**config.mk**
```make
export PLATFORM = sky130hd
export DESIGN_NAME = trdb_top
export DESIGN_NICKNAME = d
export VERILOG_FILES = /design/src/trdb_pkg.sv /design/src/trdb_top.sv /design/src/trdb_encapsulator.sv /design/src/trdb_packet_emitter.sv /design/src/trdb_priority.sv /design/src/trdb_branch_map.sv
export SDC_FILE = /design/constraint.sdc
export NUM_CORES = 1
export LEC_CHECK = 0
export BUFFER_PORTS_ARGS = -buffer_cell sky130_fd_sc_hd__clkbuf_2
export CAP_MARGIN = 20
export CORE_MARGIN = 4
export CORE_UTILIZATION = 58
export CTS_BUF_LIST = sky130_fd_sc_hd__clkbuf_8
export CTS_CLUSTER_DIAMETER = 100
export CTS_CLUSTER_SIZE = 40
export DETAILED_ROUTE_END_ITERATION = 12
export PLACE_DENSITY = 0.82
export SYNTH_ARGS = -nofsm -noshare
export SYNTH_HDL_FRONTEND = slang
export SYNTH_SLANG_ARGS = --single-unit
```
**constraint.sdc**
```tcl
create_clock -name clk_i -period 9.66 [get_ports clk_i]
set_input_delay 0.966 -clock clk_i [delete_from_list [all_inputs] [get_ports clk_i]]
set_output_delay 0.966 -clock clk_i [all_outputs]
set_load 0.02 [all_outputs]
```
**src/trdb_pkg.sv**
```systemverilog
package trdb_pkg;

    // core widths
    localparam int unsigned XLEN      = 32;  // iaddr and tval
    localparam int unsigned PRIV_LEN  = 2;
    localparam int unsigned CAUSE_LEN = 5;

    // branch map
    localparam int unsigned BMAP_LEN = 31;  // max branches held
    localparam int unsigned BCNT_LEN = 5;   // branches field

    // packet sizes
    localparam int unsigned PAYLOAD_LEN = 128;
    localparam int unsigned PLEN_W      = 5;  // payload length in bytes
    localparam int unsigned SEQ_W       = 3;  // header sequence number
    localparam int unsigned HDR_LEN     = SEQ_W + PLEN_W;
    localparam int unsigned PACKET_LEN  = HDR_LEN + PAYLOAD_LEN;

    // forced resync
    localparam int unsigned RESYNC_MAX = 64;
    localparam int unsigned RESYNC_W   = $clog2(RESYNC_MAX);

    // payload bit counts, fields only
    localparam int unsigned START_BITS     = 2 + 2 + 1 + PRIV_LEN + XLEN;
    localparam int unsigned TRAP_BITS      = START_BITS + CAUSE_LEN + 1 + XLEN;
    localparam int unsigned DIFF_BITS      = 2 + BCNT_LEN + BMAP_LEN;  // full map, no addr
    localparam int unsigned DIFF_ADDR_BITS = DIFF_BITS + XLEN;
    localparam int unsigned ADDR_ONLY_BITS = 2 + XLEN + 1;            // + updiscon bit

    // rounded up to whole bytes
    localparam int unsigned START_BYTES     = (START_BITS + 7) / 8;
    localparam int unsigned TRAP_BYTES      = (TRAP_BITS + 7) / 8;
    localparam int unsigned DIFF_BYTES      = (DIFF_BITS + 7) / 8;
    localparam int unsigned DIFF_ADDR_BYTES = (DIFF_ADDR_BITS + 7) / 8;
    localparam int unsigned ADDR_ONLY_BYTES = (ADDR_ONLY_BITS + 7) / 8;

    // packet format, top two payload bits
    typedef enum logic [1:0] {
        F_OPT_EXT    = 2'h0,  // not generated here
        F_DIFF_DELTA = 2'h1,
        F_ADDR_ONLY  = 2'h2,
        F_SYNC       = 2'h3
    } trdb_format_e;

    // subformat of format 3
    typedef enum logic [1:0] {
        SF_START   = 2'h0,
        SF_TRAP    = 2'h1,
        SF_CONTEXT = 2'h2,  // unused
        SF_SUPPORT = 2'h3   // unused
    } trdb_f_sync_subformat_e;

endpackage
```
**src/trdb_top.sv**
```systemverilog
module trdb_top (
    input  logic                             clk_i,
    input  logic                             rst_i,
    input  logic                             iretire_i,
    input  logic [trdb_pkg::XLEN-1:0]        iaddr_i,
    input  logic [trdb_pkg::PRIV_LEN-1:0]    priv_i,
    input  logic                             is_branch_i,
    input  logic                             is_branch_taken_i,
    input  logic                             exception_i,
    input  logic                             interrupt_i,
    input  logic [trdb_pkg::CAUSE_LEN-1:0]   cause_i,
    input  logic [trdb_pkg::XLEN-1:0]        tval_i,
    input  logic                             updiscon_i,  // uninferable jump
    output logic                             packet_valid_o,
    output logic [trdb_pkg::PACKET_LEN-1:0]  packet_o
);

    import trdb_pkg::*;

    // branch map loop
    logic                bm_add, bm_taken, bm_flush;
    logic [BCNT_LEN-1:0] bm_branches;
    logic [BMAP_LEN-1:0] bm_map;

    // priority to emitter
    logic                   pr_valid, pr_branch, pr_interrupt, pr_with_addr;
    trdb_format_e           pr_format;
    trdb_f_sync_subformat_e pr_subformat;
    logic [PRIV_LEN-1:0]    pr_priv;
    logic [CAUSE_LEN-1:0]   pr_cause;
    logic [XLEN-1:0]        pr_addr, pr_tval;
    logic [BCNT_LEN-1:0]    pr_branches;
    logic [BMAP_LEN-1:0]    pr_map;

    // emitter to encapsulator
    logic                   em_valid;
    logic [PAYLOAD_LEN-1:0] em_payload;
    logic [PLEN_W-1:0]      em_length;

    trdb_branch_map i_branch_map (
        .clk_i, .rst_i,
        .add_i (bm_add), .taken_i (bm_taken), .flush_i (bm_flush),
        .branches_o (bm_branches), .branch_map_o (bm_map)
    );

    trdb_priority i_priority (
        .clk_i, .rst_i, .iretire_i, .iaddr_i, .priv_i, .is_branch_i, .is_branch_taken_i,
        .exception_i, .interrupt_i, .cause_i, .tval_i, .updiscon_i,
        .branches_i (bm_branches), .branch_map_i (bm_map),
        .bm_add_o (bm_add), .bm_taken_o (bm_taken), .bm_flush_o (bm_flush),
        .emit_valid_o (pr_valid), .format_o (pr_format), .subformat_o (pr_subformat),
        .branch_o (pr_branch), .priv_o (pr_priv), .cause_o (pr_cause),
        .interrupt_o (pr_interrupt), .addr_o (pr_addr), .tval_o (pr_tval),
        .branches_o (pr_branches), .branch_map_o (pr_map), .with_addr_o (pr_with_addr)
    );

    trdb_packet_emitter i_packet_emitter (
        .clk_i, .rst_i, .valid_i (pr_valid),
        .packet_format_i (pr_format), .packet_f_sync_subformat_i (pr_subformat),
        .branch_i (pr_branch), .priv_i (pr_priv), .cause_i (pr_cause),
        .interrupt_i (pr_interrupt), .iaddr_i (pr_addr), .tval_i (pr_tval),
        .branches_i (pr_branches), .branch_map_i (pr_map), .with_addr_i (pr_with_addr),
        .packet_payload_o (em_payload), .payload_length_o (em_length),
        .packet_valid_o (em_valid)
    );

    trdb_encapsulator i_encapsulator (
        .clk_i, .rst_i, .valid_i (em_valid),
        .payload_i (em_payload), .length_i (em_length),
        .packet_o, .packet_valid_o
    );

endmodule

```
**src/trdb_encapsulator.sv**
```systemverilog
module trdb_encapsulator (
    input  logic                              clk_i,
    input  logic                              rst_i,
    input  logic                              valid_i,
    input  logic [trdb_pkg::PAYLOAD_LEN-1:0]  payload_i,
    input  logic [trdb_pkg::PLEN_W-1:0]       length_i,
    output logic [trdb_pkg::PACKET_LEN-1:0]   packet_o,  // header in top byte
    output logic                              packet_valid_o
);

    import trdb_pkg::*;

    logic [SEQ_W-1:0]   seq_q;   // wraps mod 8
    logic [HDR_LEN-1:0] header;

    // seq in 7:5, length in 4:0
    assign header = {seq_q, length_i};

    always_ff @(posedge clk_i) begin
        if (rst_i) begin
            seq_q          <= '0;
            packet_valid_o <= 1'b0;
        end else begin
            packet_valid_o <= valid_i;
            if (valid_i) begin
                seq_q <= seq_q + 1'b1;  // one step per packet
            end
        end
    end

    always_ff @(posedge clk_i) begin
        if (valid_i) begin
            packet_o <= {header, payload_i};
        end
    end

endmodule

```
**src/trdb_packet_emitter.sv**
```systemverilog
module trdb_packet_emitter (
    input  logic                              clk_i,
    input  logic                              rst_i,
    input  logic                              valid_i,
    input  trdb_pkg::trdb_format_e            packet_format_i,
    input  trdb_pkg::trdb_f_sync_subformat_e  packet_f_sync_subformat_i,
    input  logic                              branch_i,
    input  logic [trdb_pkg::PRIV_LEN-1:0]     priv_i,
    input  logic [trdb_pkg::CAUSE_LEN-1:0]    cause_i,
    input  logic                              interrupt_i,
    input  logic [trdb_pkg::XLEN-1:0]         iaddr_i,
    input  logic [trdb_pkg::XLEN-1:0]         tval_i,
    input  logic [trdb_pkg::BCNT_LEN-1:0]     branches_i,
    input  logic [trdb_pkg::BMAP_LEN-1:0]     branch_map_i,
    input  logic                              with_addr_i,
    output logic [trdb_pkg::PAYLOAD_LEN-1:0]  packet_payload_o,  // right aligned
    output logic [trdb_pkg::PLEN_W-1:0]       payload_length_o,  // bytes
    output logic                              packet_valid_o
);

    import trdb_pkg::*;

    logic [PAYLOAD_LEN-1:0] payload_d;
    logic [PLEN_W-1:0]      length_d;

    // last listed field lands at bit 0
    always_comb begin
        payload_d = '0;
        length_d  = '0;  // zero flags an unsupported format
        case (packet_format_i)
            F_SYNC: begin
                case (packet_f_sync_subformat_i)
                    SF_START: begin
                        payload_d = PAYLOAD_LEN'({packet_format_i, packet_f_sync_subformat_i,
                                                  branch_i, priv_i, iaddr_i});
                        length_d  = PLEN_W'(START_BYTES);
                    end
                    SF_TRAP: begin
                        payload_d = PAYLOAD_LEN'({packet_format_i, packet_f_sync_subformat_i,
                                                  branch_i, priv_i, cause_i, interrupt_i,
                                                  iaddr_i, tval_i});
                        length_d  = PLEN_W'(TRAP_BYTES);
                    end
                    default: begin
                        // context and support not built
                        payload_d = '0;
                    end
                endcase
            end
            F_ADDR_ONLY: begin
                // only sent after an uninferable jump
                payload_d = PAYLOAD_LEN'({packet_format_i, iaddr_i, 1'b1});
                length_d  = PLEN_W'(ADDR_ONLY_BYTES);
            end
            F_DIFF_DELTA: begin
                if (with_addr_i) begin
                    payload_d = PAYLOAD_LEN'({packet_format_i, branches_i, branch_map_i,
                                              iaddr_i});
                    length_d  = PLEN_W'(DIFF_ADDR_BYTES);
                end else begin
                    // full map, branches field reads 0
                    payload_d = PAYLOAD_LEN'({packet_format_i, {BCNT_LEN{1'b0}},
                                              branch_map_i});
                    length_d  = PLEN_W'(DIFF_BYTES);
                end
            end
            default: begin
                payload_d = '0;  // format 0 left out
            end
        endcase
    end

    always_ff @(posedge clk_i) begin
        if (rst_i) begin
            packet_valid_o <= 1'b0;
        end else begin
            packet_valid_o <= valid_i;
        end
    end

    // payload regs, no reset
    always_ff @(posedge clk_i) begin
        if (valid_i) begin
            packet_payload_o <= payload_d;
            payload_length_o <= length_d;
        end
    end

    // priority only hands over formats the case knows
    a_len_nonzero: assert property (
        @(posedge clk_i) disable iff (rst_i)
        packet_valid_o |-> (payload_length_o != '0)
    );

endmodule

```
**src/trdb_priority.sv**
```systemverilog
module trdb_priority (
    input  logic                                   clk_i,
    input  logic                                   rst_i,
    input  logic                                   iretire_i,
    input  logic [trdb_pkg::XLEN-1:0]              iaddr_i,
    input  logic [trdb_pkg::PRIV_LEN-1:0]          priv_i,
    input  logic                                   is_branch_i,
    input  logic                                   is_branch_taken_i,
    input  logic                                   exception_i,
    input  logic                                   interrupt_i,
    input  logic [trdb_pkg::CAUSE_LEN-1:0]         cause_i,
    input  logic [trdb_pkg::XLEN-1:0]              tval_i,
    input  logic                                   updiscon_i,
    input  logic [trdb_pkg::BCNT_LEN-1:0]          branches_i,   // incl. current branch
    input  logic [trdb_pkg::BMAP_LEN-1:0]          branch_map_i,
    output logic                                   bm_add_o,
    output logic                                   bm_taken_o,
    output logic                                   bm_flush_o,
    output logic                                   emit_valid_o,
    output trdb_pkg::trdb_format_e                 format_o,
    output trdb_pkg::trdb_f_sync_subformat_e       subformat_o,
    output logic                                   branch_o,
    output logic [trdb_pkg::PRIV_LEN-1:0]          priv_o,
    output logic [trdb_pkg::CAUSE_LEN-1:0]         cause_o,
    output logic                                   interrupt_o,
    output logic [trdb_pkg::XLEN-1:0]              addr_o,
    output logic [trdb_pkg::XLEN-1:0]              tval_o,
    output logic [trdb_pkg::BCNT_LEN-1:0]          branches_o,
    output logic [trdb_pkg::BMAP_LEN-1:0]          branch_map_o,
    output logic                                   with_addr_o   // format 1 form
);

    import trdb_pkg::*;

    logic                   first_q;       // no retirement since reset
    logic                   after_trap_q;  // last packet was a trap
    logic                   updiscon_q;    // previous instr was uninferable jump
    logic [RESYNC_W-1:0]    resync_cnt_q;  // retirements since last format 3
    logic                   resync_due;
    logic                   emit_d;
    logic                   with_addr_d;
    trdb_format_e           format_d;
    trdb_f_sync_subformat_e subformat_d;

    assign bm_add_o   = iretire_i & is_branch_i;
    assign bm_taken_o = is_branch_taken_i;
    assign bm_flush_o = emit_d;  // every packet empties the map

    // this retirement is the RESYNC_MAX-th after the last sync
    assign resync_due = (resync_cnt_q == RESYNC_W'(RESYNC_MAX - 1));

    // ordered format rules
    always_comb begin
        emit_d      = 1'b0;
        format_d    = F_SYNC;
        subformat_d = SF_START;
        with_addr_d = 1'b0;
        if (iretire_i) begin
            if (first_q || after_trap_q || resync_due) begin
                emit_d = 1'b1;  // start
            end else if (exception_i) begin
                emit_d      = 1'b1;
                subformat_d = SF_TRAP;
            end else if (updiscon_q) begin
                emit_d = 1'b1;
                if (branches_i != '0) begin
                    format_d    = F_DIFF_DELTA;
                    with_addr_d = 1'b1;
                end else begin
                    format_d = F_ADDR_ONLY;
                end
            end else if (branches_i == BCNT_LEN'(BMAP_LEN)) begin
                emit_d   = 1'b1;  // map full, no addr needed
                format_d = F_DIFF_DELTA;
            end
        end
    end

    // control state
    always_ff @(posedge clk_i) begin
        if (rst_i) begin
            first_q      <= 1'b1;
            after_trap_q <= 1'b0;
            updiscon_q   <= 1'b0;
            resync_cnt_q <= '0;
            emit_valid_o <= 1'b0;
        end else begin
            emit_valid_o <= emit_d;
            if (iretire_i) begin
                first_q      <= 1'b0;
                after_trap_q <= emit_d && (format_d == F_SYNC) && (subformat_d == SF_TRAP);
                updiscon_q   <= updiscon_i;
                if (emit_d && (format_d == F_SYNC)) begin
                    resync_cnt_q <= '0;  // any format 3 restarts the count
                end else begin
                    resync_cnt_q <= resync_cnt_q + 1'b1;
                end
            end
        end
    end

    // fields for the emitter, loaded only with a packet
    always_ff @(posedge clk_i) begin
        if (emit_d) begin
            format_o     <= format_d;
            subformat_o  <= subformat_d;
            with_addr_o  <= with_addr_d;
            branch_o     <= ~(is_branch_i & is_branch_taken_i);  // 0 only if taken
            priv_o       <= priv_i;
            cause_o      <= cause_i;
            interrupt_o  <= interrupt_i;
            addr_o       <= iaddr_i;
            tval_o       <= tval_i;
            branches_o   <= branches_i;
            branch_map_o <= branch_map_i;
        end
    end

    // format 0 is never produced
    a_no_opt_ext: assert property (
        @(posedge clk_i) disable iff (rst_i)
        emit_valid_o |-> (format_o != F_OPT_EXT)
    );

endmodule

```
**src/trdb_branch_map.sv**
```systemverilog
module trdb_branch_map (
    input  logic                          clk_i,
    input  logic                          rst_i,
    input  logic                          add_i,    // current instr is a branch
    input  logic                          taken_i,
    input  logic                          flush_i,  // packet emitted this cycle
    output logic [trdb_pkg::BCNT_LEN-1:0] branches_o,
    output logic [trdb_pkg::BMAP_LEN-1:0] branch_map_o
);

    import trdb_pkg::*;

    logic [BCNT_LEN-1:0] cnt_q;
    logic [BCNT_LEN-1:0] cnt_d;
    logic [BMAP_LEN-1:0] map_q;
    logic [BMAP_LEN-1:0] map_d;

    // next state already holds the current branch
    always_comb begin
        cnt_d = cnt_q;
        map_d = map_q;
        if (add_i && (cnt_q < BCNT_LEN'(BMAP_LEN))) begin
            map_d[cnt_q] = ~taken_i;  // 1 means not taken
            cnt_d        = cnt_q + 1'b1;
        end
    end

    assign branches_o   = cnt_d;
    assign branch_map_o = map_d;

    always_ff @(posedge clk_i) begin
        if (rst_i) begin
            cnt_q <= '0;
            map_q <= '0;
        end else if (flush_i) begin
            // branches go out with the packet
            cnt_q <= '0;
            map_q <= '0;
        end else begin
            cnt_q <= cnt_d;
            map_q <= map_d;
        end
    end

    // priority must flush before the map overflows
    a_cnt_in_range: assert property (
        @(posedge clk_i) disable iff (rst_i)
        cnt_q < BCNT_LEN'(BMAP_LEN)
    );

endmodule

```
======== After elaboration in Yosys (flattened, before gate mapping) ========
Index checks and enable logic that the tools add are counted.
operators by class
  add/subtract/negate cells ............... 3
  $lt $le $gt $ge ......................... 3
  equal/unequal tests ..................... 8
  multiplexer cells ....................... 27
  bitwise logic cells ..................... 6
  reduce and logical (&&, ||, !) cells .... 10
operators with widths
  cell                                                                number
  one-hot mux 128 bit (3 select lines)                                1
  one-hot mux 77 bit (2 select lines)                                 1
  two-way mux 70 bit                                                  1
  bitwise mux 31 bit                                                  1
  two-way mux 31 bit                                                  1
  two-way mux 2 bit                                                   8
  one-hot mux 5 bit (3 select lines)                                  1
  two-way mux 1 bit                                                   8
  one-hot mux 4 bit (2 select lines)                                  1
  adder 6 x 1 -> 6 bit (second input constant)                        1
  equality test 2 x 1 -> 1 bit (second input constant)                3
  equality test 2 bit (second input constant)                         3
  equality test 6 bit (second input constant)                         1
  < comparator 5 x 6 -> 1 bit (second input constant)                 1
  two-way mux 6 bit                                                   1
  adder 5 x 1 -> 5 bit (second input constant)                        1
  demux 1 bit (select 5 bit)                                          1
  equality test 5 bit (second input constant)                         1
  greater-or-equal comparator 5 x 1 -> 1 bit (second input constant)  1
  < comparator 5 bit (second input constant)                          1
  two-way mux 5 bit                                                   1
  nonzero test 5 bit                                                  1
  logical AND 1 bit                                                   4
  two-way mux 4 bit                                                   1
  7 further kinds                                                     12
storage, ports and cells
  register bits after elaboration ......... 434
  input bits .............................. 79

======== Logic depth before layout (Yosys ltp) ========
  depth in word-level cells ............... 12
  mapped depth ............................ 8

======== Modules after synthesis ========
From an unflattened synthesis, not the netlist that was laid out.
unflattened totals
  cells, all modules ...................... 919
  area total of the unflattened synthesis .. 14614.0 µm²
by module, submodules not included
  module               instances  cells each  area an instance (µm²)  sequential area each (µm²)
  trdb_packet_emitter  1          340         4300.4                  2452.4
  trdb_encapsulator    1          149         4231.6                  4164.0
  trdb_priority        1          176         3953.8                  3593.4
  trdb_branch_map      1          254         2128.3                  720.7

======== Worst setup path before layout ========
OpenSTA, ideal clock, no wires.
  path kind ............................... input port to flip-flop
  start point ............................. input is_branch_i
  end point ............................... register i_priority.addr_o[0] (netlist bit) (enable)
  setup time .............................. 622 ps
  data arrival time ....................... 7090 ps
  path slack .............................. 1948 ps
  stages on the path ...................... 5
  cell sequence ........................... nand4_1 > nor3_1 > o32ai_2 > nor2b_1 > a21oi_1
on the way
  longest elaborated chain between the ends .. 9
ends and longest elaborated chain
  element               RTL line               RTL
  start, declared       trdb_top.sv:7          input logic is_branch_i,
  AND 1 bit             trdb_priority.sv:45    assign bm_add_o = iretire_i & is_branch_i;
  logical AND 1 bit     trdb_branch_map.sv:22  if (add_i && (cnt_q < BCNT_LEN'(BMAP_LEN))) begin
  two-way mux 5 bit     trdb_branch_map.sv:22
  equality test 5 bit   trdb_priority.sv:72    end else if (branches_i == BCNT_LEN'(BMAP_LEN)) begin
  two-way mux 1 bit     trdb_priority.sv:72
  two-way mux 1 bit     trdb_priority.sv:64    end else if (updiscon_q) begin
  two-way mux 1 bit     trdb_priority.sv:61    end else if (exception_i) begin
  two-way mux 1 bit     trdb_priority.sv:59    if (first_q || after_trap_q || resync_due) begin
  two-way mux 1 bit     trdb_priority.sv:58    if (iretire_i) begin
  named net bm_flush    trdb_top.sv:21         logic bm_add, bm_taken, bm_flush;
  end signal, assigned  trdb_priority.sv:112   addr_o <= iaddr_i;
  end, declared         trdb_priority.sv:26    output logic [trdb_pkg::XLEN-1:0] addr_o,
The timed path passes the listed nets, and every way through them passes these cells.
A chain may end at the register's enable or synchronous reset.

======== Worst setup path in the final report ========
  start point ............................. register i_branch_map.cnt_q[1]
  end point ............................... register i_priority.tval_o[17] (netlist bit) (enable)
on the way
  longest elaborated chain between the ends .. 9
ends and longest elaborated chain
  element                  RTL line               RTL
  start, declared          trdb_branch_map.sv:13  logic [BCNT_LEN-1:0] cnt_q;
  start signal, assigned   trdb_branch_map.sv:40  cnt_q <= cnt_d;
  < comparator 5 bit       trdb_branch_map.sv:22
  logical AND 1 bit        trdb_branch_map.sv:22
  two-way mux 5 bit (*)    trdb_branch_map.sv:22
  equality test 5 bit (*)  trdb_priority.sv:72
  two-way mux 1 bit (*)    trdb_priority.sv:72
  two-way mux 1 bit (*)    trdb_priority.sv:64
  two-way mux 1 bit (*)    trdb_priority.sv:61
  two-way mux 1 bit (*)    trdb_priority.sv:59
  two-way mux 1 bit (*)    trdb_priority.sv:58
  named net bm_flush       trdb_top.sv:21
  end signal, assigned     trdb_priority.sv:113   tval_o <= tval_i;
  end, declared            trdb_priority.sv:27    output logic [trdb_pkg::XLEN-1:0] tval_o,
Mark *: on every way through the listed nets, which the timed path passes. The rest lies on a longest branch.

==> impl_metrics.ini <==
[status]
outcome = complete, no violations

[sta]
final_max_slew_viol_count = 0
slew_headroom = 0.263
holdWs_ns = 0.347
skew_ns = 0.0992
setup_viol = 0
rsz0062_at_grt = false
final.min_clock_period_ns = 3.57
finalSetupTns_ns = 0
max_freq_ghz = 0.280
fin_crit_sh = 0.369
finalHoldViolations = 0
tightest_slew_ns = 1.11

[power]
power_leakage_nw = 5.13
p_int_mw = 1.76
switchingPower_mw = 0.505
vdd_drop_max_uv = 102
p_clk_frac = 0.221
p_sw_frac = 0.223
p_seq_frac = 0.715
p_comb_frac = 0.064
power_density_mw_per_mm2 = 166

[job]
maxCapViolations = 0

[global_route]
overflow = 0
antenna_found_initial = 1
grt_pass1_vias = 7014
grtUsageTotal = 0.202
grt_max_degree = 81
grt_pass1_wl_um = 38500

[clock_network]
clk_latency_ns = 0.57
cts_resized = 0
cts_tree = done
cts.sinks = 325
cts_max_level = 1
clk_path_buf_depth = 3
cts_hold_buf = 0
clk_pin_slew_worst_paths_ns = 0.21
post-cts-setup-buffer-count = 0
cts_root_buf = clkbuf_8
cts_buffers = 12

[placed_design]
placed_cells = 1246
port_buffers = 162
dpl.hpwl_um = 17200
routabilityCongestion = 0.870

[die]
fp-row-count = 53
io_pins = 216
core_mm2 = 0.0212
initial_core_util = 0.592
die_height_um = 155
dieArea_mm2 = 0.0240
die_x_um = 155

[critical_path]
r2r_slack_ns = 6.09
reg2reg_depth = 8
start_kind = register
path_max_fanout = 58
cp-end-kind = register
reg2reg_to = i_priority.tval_o[17]$_DFFE_PP_
cp.arrival_ns = 3.78
r2r_start = i_branch_map.cnt_q[1]$_SDFF_PP0_
crit_type = reg -> reg
crit_start = i_branch_map.cnt_q[1]$_SDFF_PP0_
cp.required_ns = 9.88

[routing]
wl_per_cell_um = 19.6
vias_per_cell = 5.74
first_pass_iters = 6
wirelength_um = 24900
ant_nets = 0
drt_iter0_drc = 883
vias = 7271
drc = 0

[min_path]
hold_end = i_encapsulator.packet_o[67]$_DFFE_PP_
hold_depth = 0
min_from = i_packet_emitter.packet_payload_o[67]$_DFFE_PP_
hp-class = reg -> reg

[synthesis]
synth_most_common_cell = edfxtp_1
synthAdderAreaFrac = 0.00999
synthArstFlopShare = 0
synth_top_area_share = 0.657
synth-compound-area-share = 0.108
syn_area_per_cell_um2 = 14.9
yosys_warnings = 0
synthTopCellsByCount = 274 x edfxtp_1, 83 x nand2_1, 55 x buf_4
synthXorXnorAreaFrac = 0.00419
synthSimpleGateAreaFrac = 0.0800
synth_mux_area_frac = 0.00809
syn_inst = 842
synth.area.top_cells = edfxtp_1 66%, dfxtp_1 8.1%, buf_4 3.3%, nand2_1 2.5%, a222oi_1 2.5%
ys_seq_elements = 325
post-synth-top-area-cell = edfxtp_1
synth_top_family_by_area = compound AO/OA/AOI/OAI gates
ys_seq_area_frac = 0.738
syn_area_mm2 = 0.0125
synth_edf_count = 274
yosysUniqueCellTypes = 55
synth_flop_cell = edfxtp_1

[layout]
stdcell_count = 1266
fillers = 1520
multi_input_area_mm2 = 0.00285
regArea_mm2 = 0.00926
antenna_cells = 0
drive_above_1_share = 0.235
nets = 1074
syn_to_final_growth_pct = 8.75
-- worst max-delay path, stage by stage, from the launching register on --
cell and delay (ns):
dfxtp_1 0.54, ha_1 0.35, nand4_1 0.19, nor3_1 0.29
o32ai_2 0.17, nor2b_1 0.20, a21oi_4 0.14, buf_4 0.59
buf_4 0.69
-- metrics by stage --
step           instance area, um2   util  total power [mW]  setup WS, ns
4_1_cts                     13600  0.644              2.28          6.07
6_report                    13600  0.644              2.27          6.09
3_3_place_gp                13400  0.633              1.79          5.68
5_1_grt                     13600  0.644              2.36          5.82
2_1_floorplan               12700      -              1.76          1.95
3_5_place_dp                13400  0.633              1.80          5.52
-- power groups by stage --
stage	sequential [mW]	combinational [mW]	clock (mW)
3_5_place_dp	1.65	0.144	0
4_1_cts	1.62	0.145	0.516
6_report	1.62	0.145	0.501
2_1_floorplan	1.66	0.0968	0
3_3_place_gp	1.65	0.142	0
5_1_grt	1.63	0.158	0.573
-- sequential cells by signal, summed over array words and instances, names as in the netlist, 5 cells and up --
| signal | cells |
|---|---|
| i_priority.branch_map_o | 31 |
| i_encapsulator.packet_o | 82 |
| i_priority.resync_cnt_q | 6 |
| i_priority.addr_o | 32 |
| i_branch_map.cnt_q | 5 |
| i_priority.tval_o | 32 |
| i_packet_emitter.packet_payload_o | 75 |
| i_priority.branches_o | 5 |
| i_branch_map.map_q | 31 |
| i_priority.cause_o | 5 |
-- layer usage --
metal,global-route usage,up-vias,part of all wire
li1,-,3358,-
met1,0.275,3523,0.39
met2,0.339,341,0.50
met3,0.0403,47,0.087
met4,0.0551,2,0.021
met5,0,-,0.00052
-- kinds of logic (layout without fill, tap and decap cells) --
family | after synthesis | count (layout)
flip-flops | 325 | 325
AND/OR/NAND/NOR | 203 | 203
AO/OA/AOI/OAI | 177 | 177
buffers and inverters | 110 | 207
adder cells (fa/ha/maj) | 10 | 10
multiplexers | 10 | 10
XOR/XNOR | 6 | 6
other | 1 | 53
-- cell usage in the layout, fill, tap and decap left out, drive strengths merged, types with 7 or more instances in the layout --
master  count
ha         10
a222oi     31
clkbuf    175
nand4       8
o21ai      25
and2       10
nand2      83
a22o       32
dfxtp      51
inv        19
nor2b      10
nor2       36
or3        21
buf        11
conb       53
mux2i       9
edfxtp    274
nand3       9
a21oi      67
nand2b      7
-- final cells by class --
class,count,area share
multi-input combinational,459,0.209
sequential,325,0.679
clock buffer,13,0.0131
clock inverter,7,0.00386
timing repair buffer,173,0.0656
tap,275,0.0253
inverter,14,0.00386
-- worst max path at each step --
stage | slack, ns | end
CTS | 6.07 | i_priority.addr_o[18]$_DFFE_PP_
global placement | 5.68 | i_priority.addr_o[16]$_DFFE_PP_
detailed placement | 5.52 | i_priority.addr_o[30]$_DFFE_PP_
floorplan | 1.95 | i_priority.addr_o[0]$_DFFE_PP_
global route | 5.82 | i_priority.addr_o[17]$_DFFE_PP_
finish | 6.09 | i_priority.tval_o[17]$_DFFE_PP_
Power figures use the tool's default switching activity.
